**src/div_pkg.sv**
```systemverilog
package div_pkg;

    // ------------------------------------------------------------------------
    // widths

    // operand and result width
    localparam int DIV_WIDTH = 32;

    // step counter and shift amount, holds 0 to 32
    localparam int DIV_CNT_W = 6;

    // partial remainder, two guard bits over the operand
    // one for the sign, one for the shift before add/sub
    localparam int DIV_REM_W = DIV_WIDTH + 2;

    // step count for a dividend with no leading zeros
    localparam logic [DIV_CNT_W-1:0] DIV_FULL_STEPS = DIV_CNT_W'(DIV_WIDTH);

    // ------------------------------------------------------------------------
    // types

    // core sequencing states
    typedef enum logic [2:0] {
        IDLE,
        LOAD,
        ITER,
        FIX,
        DONE
    } div_state_t;

    // one division request, 65 bits
    typedef struct packed {
        logic [DIV_WIDTH-1:0] a;
        logic [DIV_WIDTH-1:0] b;
        logic                 is_signed;
    } div_req_t;

    // final quotient and remainder, 64 bits
    typedef struct packed {
        logic [DIV_WIDTH-1:0] quotient;
        logic [DIV_WIDTH-1:0] remainder;
    } div_result_t;

endpackage
```
**src/div32_nonrestoring_skip_wrapper.sv**
```systemverilog
`timescale 1ns/1ps

module div32_nonrestoring_skip_wrapper (
    input  logic                          CLK,
    input  logic                          nRST,
    // control strobes and levels
    input  logic                          next_clear,
    input  logic                          next_is_signed,
    input  logic                          next_stall_if_done,
    output logic                          last_done,
    // operands
    input  logic [div_pkg::DIV_WIDTH-1:0] next_A32_in,
    input  logic [div_pkg::DIV_WIDTH-1:0] next_B32_in,
    // results
    output logic [div_pkg::DIV_WIDTH-1:0] last_quotient_out,
    output logic [div_pkg::DIV_WIDTH-1:0] last_remainder_out
);

    // ------------------------------------------------------------------------
    // core side of the retiming stage

    logic                 clear;
    logic                 stall_if_done;
    div_pkg::div_req_t    req;
    logic                 done;
    div_pkg::div_result_t result;

    div32_nonrestoring_skip i_core (
        .CLK           (CLK),
        .nRST          (nRST),
        .clear         (clear),
        .stall_if_done (stall_if_done),
        .req           (req),
        .done          (done),
        .result        (result)
    );

    // ------------------------------------------------------------------------
    // one flop on every input and output

    always_ff @(posedge CLK, negedge nRST) begin
        if (!nRST) begin
            clear              <= 1'b0;
            stall_if_done      <= 1'b0;
            req                <= '0;
            last_done          <= 1'b0;
            last_quotient_out  <= '0;
            last_remainder_out <= '0;
        end else begin
            // inputs toward the core
            clear              <= next_clear;
            stall_if_done      <= next_stall_if_done;
            req.a              <= next_A32_in;
            req.b              <= next_B32_in;
            req.is_signed      <= next_is_signed;
            // outputs from the core
            last_done          <= done;
            last_quotient_out  <= result.quotient;
            last_remainder_out <= result.remainder;
        end
    end

endmodule

```
**src/div32_nonrestoring_skip.sv**
```systemverilog
`timescale 1ns/1ps

module div32_nonrestoring_skip (
    input  logic                 CLK,
    input  logic                 nRST,
    input  logic                 clear,
    input  logic                 stall_if_done,
    input  div_pkg::div_req_t    req,
    output logic                 done,
    output div_pkg::div_result_t result
);

    div_pkg::div_state_t           state;
    logic                          last;
    logic                          cnt_load;
    logic                          cnt_step;
    logic [div_pkg::DIV_CNT_W-1:0] skip_steps;

    // counter follows the state, loaded once per division
    assign cnt_load = (state == div_pkg::LOAD);
    assign cnt_step = (state == div_pkg::ITER);

    // ------------------------------------------------------------------------
    // sequencing

    div_fsm i_fsm (
        .CLK           (CLK),
        .nRST          (nRST),
        .clear         (clear),
        .stall_if_done (stall_if_done),
        .last          (last),
        .state         (state),
        .done          (done)
    );

    div_iter_counter i_counter (
        .CLK        (CLK),
        .nRST       (nRST),
        .load       (cnt_load),
        .load_value (skip_steps),
        .step       (cnt_step),
        .last       (last)
    );

    // ------------------------------------------------------------------------
    // datapath

    div_nonrestoring_datapath i_datapath (
        .CLK        (CLK),
        .nRST       (nRST),
        .req        (req),
        .state      (state),
        .skip_steps (skip_steps),
        .result     (result)
    );

endmodule

```
**src/div_nonrestoring_datapath.sv**
```systemverilog
`timescale 1ns/1ps

module div_nonrestoring_datapath (
    input  logic                          CLK,
    input  logic                          nRST,
    input  div_pkg::div_req_t             req,
    input  div_pkg::div_state_t           state,
    output logic [div_pkg::DIV_CNT_W-1:0] skip_steps,
    output div_pkg::div_result_t          result
);

    // ------------------------------------------------------------------------
    // operand magnitudes and skip

    logic                          a_neg;
    logic                          b_neg;
    logic [div_pkg::DIV_WIDTH-1:0] a_mag;
    logic [div_pkg::DIV_WIDTH-1:0] b_mag;
    logic [div_pkg::DIV_CNT_W-1:0] lz;

    // sign only counts for signed requests
    assign a_neg = req.is_signed & req.a[div_pkg::DIV_WIDTH-1];
    assign b_neg = req.is_signed & req.b[div_pkg::DIV_WIDTH-1];
    // most negative value maps to 2^31, still fits unsigned
    assign a_mag = a_neg ? (-req.a) : req.a;
    assign b_mag = b_neg ? (-req.b) : req.b;

    div_lead_zero i_lead_zero (
        .value (a_mag),
        .count (lz)
    );

    // zero dividend still runs one step
    assign skip_steps = (lz == div_pkg::DIV_FULL_STEPS) ?
                        {{(div_pkg::DIV_CNT_W-1){1'b0}}, 1'b1} :
                        (div_pkg::DIV_FULL_STEPS - lz);

    // ------------------------------------------------------------------------
    // iteration registers

    // partial remainder, signed, two guard bits
    logic [div_pkg::DIV_REM_W-1:0] p_reg;
    // pre-shifted dividend, quotient bits enter at the bottom
    logic [div_pkg::DIV_WIDTH-1:0] q_reg;
    logic [div_pkg::DIV_WIDTH-1:0] d_reg;
    // original dividend, remainder for divide by zero
    logic [div_pkg::DIV_WIDTH-1:0] a_raw;
    logic                          q_neg;
    logic                          r_neg;
    logic                          div_zero;

    logic [div_pkg::DIV_REM_W-1:0] d_ext;
    logic [div_pkg::DIV_REM_W-1:0] p_shift;
    logic [div_pkg::DIV_REM_W-1:0] p_next;

    assign d_ext   = {{(div_pkg::DIV_REM_W-div_pkg::DIV_WIDTH){1'b0}}, d_reg};
    // shift the next dividend bit into the remainder
    assign p_shift = {p_reg[div_pkg::DIV_REM_W-2:0], q_reg[div_pkg::DIV_WIDTH-1]};
    // negative remainder adds the divisor back, otherwise subtract
    assign p_next  = p_reg[div_pkg::DIV_REM_W-1] ? (p_shift + d_ext) : (p_shift - d_ext);

    always_ff @(posedge CLK) begin
        case (state)
            div_pkg::LOAD: begin
                p_reg <= '0;
                // skip the leading zeros, a shift of 32 leaves zero
                q_reg <= a_mag << lz;
                d_reg <= b_mag;
                a_raw <= req.a;
            end
            div_pkg::ITER: begin
                p_reg <= p_next;
                // quotient bit set when the new remainder is non-negative
                q_reg <= {q_reg[div_pkg::DIV_WIDTH-2:0], ~p_next[div_pkg::DIV_REM_W-1]};
            end
            default: begin
                p_reg <= p_reg;
                q_reg <= q_reg;
            end
        endcase
    end

    // sign and zero flags
    always_ff @(posedge CLK, negedge nRST) begin
        if (!nRST) begin
            q_neg    <= 1'b0;
            r_neg    <= 1'b0;
            div_zero <= 1'b0;
        end else if (state == div_pkg::LOAD) begin
            q_neg    <= a_neg ^ b_neg;
            // remainder follows the dividend
            r_neg    <= a_neg;
            div_zero <= (req.b == '0);
        end
    end

    // ------------------------------------------------------------------------
    // fix-up

    logic [div_pkg::DIV_REM_W-1:0] p_fix;
    logic [div_pkg::DIV_WIDTH-1:0] rem_mag;
    div_pkg::div_result_t          result_next;

    // final restore of a negative remainder
    assign p_fix   = p_reg[div_pkg::DIV_REM_W-1] ? (p_reg + d_ext) : p_reg;
    assign rem_mag = p_fix[div_pkg::DIV_WIDTH-1:0];

    always_comb begin
        if (div_zero) begin
            // all-ones quotient, dividend passes through
            result_next.quotient  = '1;
            result_next.remainder = a_raw;
        end else begin
            result_next.quotient  = q_neg ? (-q_reg) : q_reg;
            result_next.remainder = r_neg ? (-rem_mag) : rem_mag;
        end
    end

    // result holds until the next FIX
    always_ff @(posedge CLK, negedge nRST) begin
        if (!nRST) begin
            result <= '0;
        end else if (state == div_pkg::FIX) begin
            result <= result_next;
        end
    end

endmodule

```
**src/div_lead_zero.sv**
```systemverilog
`timescale 1ns/1ps

module div_lead_zero (
    input  logic [div_pkg::DIV_WIDTH-1:0] value,
    output logic [div_pkg::DIV_CNT_W-1:0] count
);

    // value after each halving stage
    logic [div_pkg::DIV_WIDTH-1:0] v16;
    logic [div_pkg::DIV_WIDTH-1:0] v8;
    logic [div_pkg::DIV_WIDTH-1:0] v4;
    logic [div_pkg::DIV_WIDTH-1:0] v2;

    // one count bit per stage, msb first
    logic [4:0] zbit;

    // ------------------------------------------------------------------------
    // halving search

    // top half empty, skip 16
    assign zbit[4] = (value[31:16] == '0);
    assign v16     = zbit[4] ? (value << 16) : value;

    // skip 8
    assign zbit[3] = (v16[31:24] == '0);
    assign v8      = zbit[3] ? (v16 << 8) : v16;

    // skip 4
    assign zbit[2] = (v8[31:28] == '0);
    assign v4      = zbit[2] ? (v8 << 4) : v8;

    // skip 2
    assign zbit[1] = (v4[31:30] == '0);
    assign v2      = zbit[1] ? (v4 << 2) : v4;

    // last single bit
    assign zbit[0] = ~v2[31];

    // all-zero input reads 31 from the tree, forced to the full width
    assign count = (value == '0) ? div_pkg::DIV_FULL_STEPS : {1'b0, zbit};

endmodule

```
**src/div_fsm.sv**
```systemverilog
`timescale 1ns/1ps

module div_fsm (
    input  logic                CLK,
    input  logic                nRST,
    input  logic                clear,
    input  logic                stall_if_done,
    input  logic                last,
    output div_pkg::div_state_t state,
    output logic                done
);

    div_pkg::div_state_t state_next;

    // ------------------------------------------------------------------------
    // state register

    always_ff @(posedge CLK, negedge nRST) begin
        if (!nRST) begin
            state <= div_pkg::IDLE;
        end else begin
            state <= state_next;
        end
    end

    // ------------------------------------------------------------------------
    // next state

    always_comb begin
        state_next = state;
        if (clear) begin
            // start or restart from any state
            state_next = div_pkg::LOAD;
        end else begin
            case (state)
                // wait for a clear pulse
                div_pkg::IDLE: state_next = div_pkg::IDLE;
                // operands captured, steps begin next cycle
                div_pkg::LOAD: state_next = div_pkg::ITER;
                // one quotient bit per cycle until the counter runs out
                div_pkg::ITER: begin
                    if (last) begin
                        state_next = div_pkg::FIX;
                    end
                end
                // remainder correction and sign fix-up take one cycle
                div_pkg::FIX:  state_next = div_pkg::DONE;
                // hold the finished state while stalled
                div_pkg::DONE: begin
                    if (!stall_if_done) begin
                        state_next = div_pkg::IDLE;
                    end
                end
                default: state_next = div_pkg::IDLE;
            endcase
        end
    end

    // done is a level for as long as DONE lasts
    assign done = (state == div_pkg::DONE);

endmodule

```
**src/div_iter_counter.sv**
```systemverilog
`timescale 1ns/1ps

module div_iter_counter (
    input  logic                       CLK,
    input  logic                       nRST,
    input  logic                       load,
    input  logic [div_pkg::DIV_CNT_W-1:0] load_value,
    input  logic                       step,
    output logic                       last
);

    // remaining non-restoring steps, including the current one
    logic [div_pkg::DIV_CNT_W-1:0] count;

    always_ff @(posedge CLK, negedge nRST) begin
        if (!nRST) begin
            count <= '0;
        end else if (load) begin
            // number of quotient bits left after the skip
            count <= load_value;
        end else if (step && (count != '0)) begin
            // one bit retired per step
            count <= count - 1'b1;
        end
    end

    // final step is in progress while one remains
    assign last = (count == {{(div_pkg::DIV_CNT_W-1){1'b0}}, 1'b1});

endmodule

```
**config.mk**
```make
export PLATFORM = sky130hd
export DESIGN_NAME = div32_nonrestoring_skip_wrapper
export DESIGN_NICKNAME = d
export VERILOG_FILES = /design/src/div_pkg.sv /design/src/div32_nonrestoring_skip_wrapper.sv /design/src/div32_nonrestoring_skip.sv /design/src/div_nonrestoring_datapath.sv /design/src/div_lead_zero.sv /design/src/div_fsm.sv /design/src/div_iter_counter.sv
export SDC_FILE = /design/constraint.sdc
export NUM_CORES = 1
export LEC_CHECK = 0
export CAP_MARGIN = 30
export CORE_ASPECT_RATIO = 0.9
export CORE_MARGIN = 2
export CORE_UTILIZATION = 55
export DETAILED_ROUTE_END_ITERATION = 8
export DONT_BUFFER_PORTS = 1
export PLACE_DENSITY = 0.7
export SLEW_MARGIN = 15
export SYNTH_ARGS = -nofsm -noshare
export SYNTH_HDL_FRONTEND = slang
export SYNTH_SLANG_ARGS = --single-unit
```
**constraint.sdc**
```tcl
create_clock -name CLK -period 6.5 [get_ports CLK]
set_input_delay 1.3 -clock CLK [delete_from_list [all_inputs] [get_ports CLK]]
set_output_delay 1.3 -clock CLK [all_outputs]
set_load 0.05 [all_outputs]
```
======== Word-level counts from Yosys, hierarchy flattened ========
Cells that the tools add are included.
cells by class
  bitwise operators ....................... 5
  $add $sub $neg .......................... 9
  reduce and logical (&&, ||, !) cells .... 11
  shift operators ......................... 1
  multiplexer cells ....................... 21
  eq/ne operators ......................... 8
operators with widths
  kind                   number
  $mux W32               9
  $neg A32 Y32           4
  $pmux W34 S2           1
  $logic_not A32 Y1      2
  $mux W64               1
  $pmux W32 S2           1
  $add A34 B32 Y34       1
  $mux W34               1
  $sub A34 B32 Y34       1
  $add A32 B32 Y32       1
  $shl A32 B6 Y32        1
  $mux W6                4
  $logic_not A16 Y1      1
  $pmux W3 S4            1
  $mux W3                3
  $logic_not A8 Y1       1
  $eq A3 B2 Y1 const B   2
  $eq A6 B1 Y1 const B   1
  $eq A6 B6 Y1 const B   1
  $reduce_bool A6 Y1     1
  $sub A6 B1 Y6 const B  1
  $sub A6 B6 Y6 const A  1
  $logic_not A4 Y1       1
  $reduce_bool A2 Y1     2
  10 further kinds       12
storage, ports and cells
  bits of input ports ..................... 69
  logic and storage cells ................. 74
  register bits after elaboration ......... 338
  output and inout port bits .............. 65

======== Logic depth before layout (Yosys ltp) ========
  depth after elaboration ................. 15
  mapped depth ............................ 24
  depth with buffers taken out ............ 23

======== Hierarchy ========
Synthesis repeated with hierarchy kept, for this count alone.
second synthesis, totals
  cells, all modules ...................... 2115
  area total of the unflattened synthesis .. 20279.4 µm²
by module, submodules not included
  module                           times used  seq. area each (µm²)  area each (µm²)  cells an instance
  div_nonrestoring_datapath        1           5580.4                15986.6          1861
  div32_nonrestoring_skip_wrapper  1           3303.2                3303.2           132
  div_lead_zero                    1           0.0                   417.9            63
  div_iter_counter                 1           150.1                 415.4            46
  div_fsm                          1           75.1                  141.4            11
  div32_nonrestoring_skip          1           0.0                   15.0             2

======== Worst setup path after synthesis ========
Ideal clock, no wire load.
  path type ............................... reg2reg
  start ................................... reg i_core.i_datapath.p_reg[33] (netlist name)
  end ..................................... reg i_core.i_datapath.p_reg[32] (netlist name), data pin
  path slack .............................. 531 ps
  path buffers ............................ 6
  data arrival time ....................... 5703 ps
  stages on the path, launching flop included .. 25
  data required time ...................... 6234 ps
  library setup time ...................... 266 ps
  period minus slack after synthesis ...... 5969 ps
  path through ............................ edfxtp_1 > buf_1 > clkbuf_1 > buf_1 > buf_1 > clkbuf_1 > buf_1 > nor2_1 > xor2_1 > ha_1 > a21o_1 > a21oi_1 > nor2b_1 > or2_2 > a22o_1 > o21bai_1 > o211a_1 > nor3_1 > o31ai_1 > o41ai_1 > a211oi_1 > a211o_1 > a21oi_1 > xor2_1 > nor2_1
between the ends
  cells in the longest elaborated chain, start to end .. 2
ends and longest elaborated chain
  element                   RTL line                         source
  start: declaration        div_nonrestoring_datapath.sv:42  logic [div_pkg::DIV_REM_W-1:0] p_reg;
  start signal: assignment  div_nonrestoring_datapath.sv:72  p_reg <= p_next;
  start signal: assignment  div_nonrestoring_datapath.sv:77  p_reg <= p_reg;
  $mux W34                  div_nonrestoring_datapath.sv:60  assign p_next = p_reg[div_pkg::DIV_REM_W-1] ? (p_shift + d_ext) : (p_shift - d_ext);
  $pmux W34 S2              div_nonrestoring_datapath.sv:63  case (state)
Every way passes these cells.
A chain may end at the register's enable or synchronous reset.

======== Worst setup path after layout ========
  start ................................... reg, netlist name req[34]
  end ..................................... reg i_core.i_datapath.q_reg[28] (netlist name), data pin
between the ends
  cells in the longest elaborated chain, start to end .. 14
  elaborated cells between the ends (all ways) .. 15
  classes of those cells .................. add/sub: 1; shift: 1; mux: 7; bitwise: 1; reduce/logical: 5
ends and longest elaborated chain
  element                 RTL line                         source
  $neg A32 Y32            div_nonrestoring_datapath.sv:25  assign a_mag = a_neg ? (-req.a) : req.a;
  $mux W32 (*)            div_nonrestoring_datapath.sv:25
  $logic_not A16 Y1       div_lead_zero.sv:21              assign zbit[4] = (value[31:16] == '0);
  $mux W32                div_lead_zero.sv:22              assign v16 = zbit[4] ? (value << 16) : value;
  $logic_not A8 Y1        div_lead_zero.sv:25              assign zbit[3] = (v16[31:24] == '0);
  $mux W32                div_lead_zero.sv:26              assign v8 = zbit[3] ? (v16 << 8) : v16;
  $logic_not A4 Y1        div_lead_zero.sv:29              assign zbit[2] = (v8[31:28] == '0);
  $mux W32                div_lead_zero.sv:30              assign v4 = zbit[2] ? (v8 << 4) : v8;
  $logic_not A2 Y1        div_lead_zero.sv:33              assign zbit[1] = (v4[31:30] == '0);
  $mux W32                div_lead_zero.sv:34              assign v2 = zbit[1] ? (v4 << 2) : v4;
  $not A1 Y1              div_lead_zero.sv:37              assign zbit[0] = ~v2[31];
  $mux W6                 div_lead_zero.sv:40              assign count = (value == '0) ? div_pkg::DIV_FULL_STEPS : {1'b0, zbit};
  $shl A32 B6 Y32 (*)     div_nonrestoring_datapath.sv:67  q_reg <= a_mag << lz;
  $pmux W32 S2 (*)        div_nonrestoring_datapath.sv:63
  end signal: assignment  div_nonrestoring_datapath.sv:67
  end signal: assignment  div_nonrestoring_datapath.sv:74  q_reg <= {q_reg[div_pkg::DIV_WIDTH-2:0], ~p_next[div_pkg::DIV_REM_W-1]};
  end signal: assignment  div_nonrestoring_datapath.sv:78  q_reg <= q_reg;
  end: declaration        div_nonrestoring_datapath.sv:44  logic [div_pkg::DIV_WIDTH-1:0] q_reg;
Every way passes the cells marked *; elsewhere a longest branch is shown, timed or not.

==> reports/results.tsv <==
metric	value	unit
swShare	0.384	
pwr-share-comb	0.247	
synthArstFlopShare	0.615	
synth_top_area_frac	0.257	
dieArea	38300	um^2
cts.htree.levels	2	
num_vias	16321	
p_total	7.68	mW
cp-start-kind	register	
outcome	finished, final reports clean	
crit_path_end_kind	register	
ys_types	100	
grt_pass1_wl	89.5	mm
power_density	347	nW/um^2
drt_wl_total	58.4	mm
finalMaxSlewViolations	0	
syn_area	20200	um^2
gr-max-usage-layer	met2	
cts_buffer_depth	3	
syn2layout_area_growth	9.43	%
die_w	206	um
syn-instance-count	2054	
via_per_inst	6.37	
finalSetupViolations	0	
p_leak	8.88	nW
synth_edf_count	130	
firstDrtPassIters	5	
grt_usage	0.305	
yosysSeqAreaShare	0.451	
pin_count	134	
clock_latency	0.57	ns
antenna_found_initial	10	
fin_util	0.612	
drt_iter0_drc	1775	
largest_reg_flops	65	
cp_max_fo	12	
crit_type	reg -> reg	
yosysWarnings	0	
rsz0062_at_grt	no	
gr-usage-met1	0.445	
p_int	4.73	mW
avgSynthCellArea	9.84	um^2
hold_viol_final	0	
setup_tns	0	ns
synth_top_area_cell	dfrtp_1	
clk_pin_slew_worst_paths	0.07	ns
cts_made_buffers	37	
wl_per_cell	22.8	um
fin_crit_sh	0.938	
grt_max_degree	209	
postPlaceCellArea	20700	um^2
relSlewSlack	0.373	
period_minus_slack	6.10	ns
ys.flop_type	dfrtp_1	
ys_ff_latch	338	
fin_nets	2197	
die_h	186	um
yosys-top-cells-area	dfrtp_1, edfxtp_1, ha_1	
clock_power_share	0.287	
met2_usage	0.448	
min_path_type	reg -> reg	
routabilityCongestion	0.989	
dp_hpwl	42.5	mm
ant_nets	0	
use_met3	0.0728	
syn_nets	2199	
irDropWorstVdd	0.286	mV
final_area	22100	um^2
instances_no_fill	2561	
clock_skew	0.0264	ns
place_inst	2487	
grt_pass1_vias	15440	
initial_core_util	0.559	
rows	66	
clock_sinks	338	
clockRootBuffer	clkbuf_16	
fillCellCount	2979	
p_sw	2.95	mW
drc	0	
core_area	36200	um^2
drv_cap	0	
seqPwrFrac	0.466	
portBuffers	0	
cts_tree	built	
worst_pin_slew	0.941	ns
max_clock_freq	0.164	GHz
arrival	6.42	ns
globalRouteOverflowTotal	0	
required	6.82	ns
drive_gt1_frac	0.0918	
-- cell type report --
type                       count  area [um^2]  area share
sequential                   338         9110       0.412
clock buffer                  52         1140      0.0515
timing repair buffer          46          365      0.0165
tap                          476          596      0.0269
clock inverter                15          164     0.00741
multi-input combinational   1583        10600       0.478
inverter                      46          173     0.00780
antenna                        5         12.5    0.000566
-- cells in the final DEF, fill, tap and decap left out, drive strengths merged, types with 29 or more instances in the layout --
| cell type | synthesis | final |
|---|---|---|
| mux2i | 64 | 64 |
| edfxtp | 130 | 130 |
| a211oi | 29 | 29 |
| xnor2 | 86 | 86 |
| nand2 | 168 | 168 |
| o21ai | 137 | 137 |
| dfrtp | 208 | 208 |
| xor2 | 103 | 103 |
| nor2 | 198 | 198 |
| nor3 | 61 | 61 |
| a21oi | 156 | 156 |
| clkbuf | 61 | 52 |
| inv | 45 | 48 |
| buf | 27 | 46 |
| o31ai | 33 | 33 |
| a31oi | 35 | 35 |
| nand3 | 41 | 41 |
| ha | 74 | 74 |
-- synthesized netlist by cell type, types with 6 or more instances --
| cell | n |
|---|---|
| o21ai_0 | 127 |
| a21o_1 | 24 |
| o211ai_1 | 17 |
| a22o_1 | 9 |
| xnor2_1 | 85 |
| o21bai_1 | 8 |
| nor2b_1 | 13 |
| edfxtp_1 | 130 |
| clkbuf_1 | 61 |
| ha_1 | 74 |
| or4_1 | 15 |
| o221ai_1 | 8 |
| a211oi_1 | 29 |
| nor2_1 | 197 |
| a22oi_1 | 7 |
| o41ai_1 | 10 |
| nand3b_1 | 7 |
| a21oi_1 | 156 |
| buf_2 | 9 |
| nand2b_1 | 18 |
| or3_1 | 21 |
| mux2_2 | 28 |
| and3_1 | 17 |
| xor2_1 | 103 |
| nand2_1 | 168 |
| a41oi_1 | 7 |
| nor3_1 | 60 |
| o21a_1 | 15 |
| o21ai_1 | 10 |
| nor4_1 | 23 |
| mux2i_1 | 63 |
| or2_2 | 11 |
| nor3b_1 | 9 |
| nand4_1 | 6 |
| o31ai_1 | 32 |
| inv_1 | 44 |
| dfrtp_1 | 208 |
| and2_1 | 19 |
| nand3_1 | 39 |
| a31oi_1 | 35 |
| buf_6 | 8 |
| buf_1 | 8 |
-- through the flow --
step                worst slack [ns]  hold slack, ns
floorplan                      0.531           0.354
global placement               0.545           0.360
detailed placement             0.393           0.360
CTS                            0.328           0.376
global route                   0.109           0.381
finish                         0.402           0.375
-- power by group through the flow --
stage / sequential [mW] / clock, mW / combinational, mW
5_1_grt: 3.64 / 2.33 / 2.11
2_1_floorplan: 3.46 / 0 / 1.44
3_5_place_dp: 3.62 / 0 / 1.84
3_3_place_gp: 3.60 / 0 / 1.80
6_report: 3.58 / 2.20 / 1.90
4_1_cts: 3.58 / 2.24 / 1.86
-- path summary, 6_finish.rpt --
path	startpoint	end	slack, ns	depth (start not counted)
hold / removal	i_core.i_datapath.result[42]$_DFFE_PN0N_	last_quotient_out[10]$_DFF_PN0_	0.38	0
setup reg to reg	req[34]$_DFF_PN0_	i_core.i_datapath.q_reg[28]$_DFFE_PN_	0.40	17
setup / recovery	req[34]$_DFF_PN0_	i_core.i_datapath.q_reg[28]$_DFFE_PN_	0.40	17
hold reg to reg	i_core.i_datapath.result[42]$_DFFE_PN0N_	last_quotient_out[10]$_DFF_PN0_	0.38	0
min in group asynchronous	nRST	req[5]$_DFF_PN0_	0.42	0
max in group asynchronous	nRST	last_quotient_out[25]$_DFF_PN0_	5.88	0
-- critical path: stages, from the launching register on --
cell and delay, ns:
dfrtp_1 0.46, inv_1 0.13, ha_1 0.31, or4b_1 0.55
nor4_4 0.47, a41oi_2 0.22, xnor2_2 0.22, nand4_2 0.11
or2_1 0.25, or2_1 0.44, o21ai_0 0.31, a21oi_1 0.71
o211ai_4 0.34, buf_4 0.28, or3b_1 0.38, a31oi_1 0.25
o21ai_1 0.09, o32a_1 0.31
-- kinds of logic (layout without fill, tap and decap cells) --
kind of cell    count (synthesis)  count (layout)  synth area share
fa+ha+maj                      76              76            0.0478
mux                            92              92            0.0475
simple gates                  661             661             0.163
xor+xnor                      189             189            0.0823
flops                         338             338             0.451
other cells                     0               5                 0
buf+inv                       134             159            0.0288
compound gates                564             565             0.181
-- metal layers --
| layer | routed length [um] | vias to the layer above |
|---|---|---|
| met4 | 1390 | 10 |
| met2 | 24900 | 747 |
| met3 | 5960 | 97 |
| met5 | 63 | - |
| met1 | 26100 | 7879 |
| li1 | - | 7588 |
-- what timing repair did --
item / CTS / global route
endpoints found under the setup margin: 0 / 21
buffers inserted: 0 / 0
hold buffers: 0 / 0
gates resized for setup: 0 / 3
No activity file was read; power rests on OpenSTA's default activity.
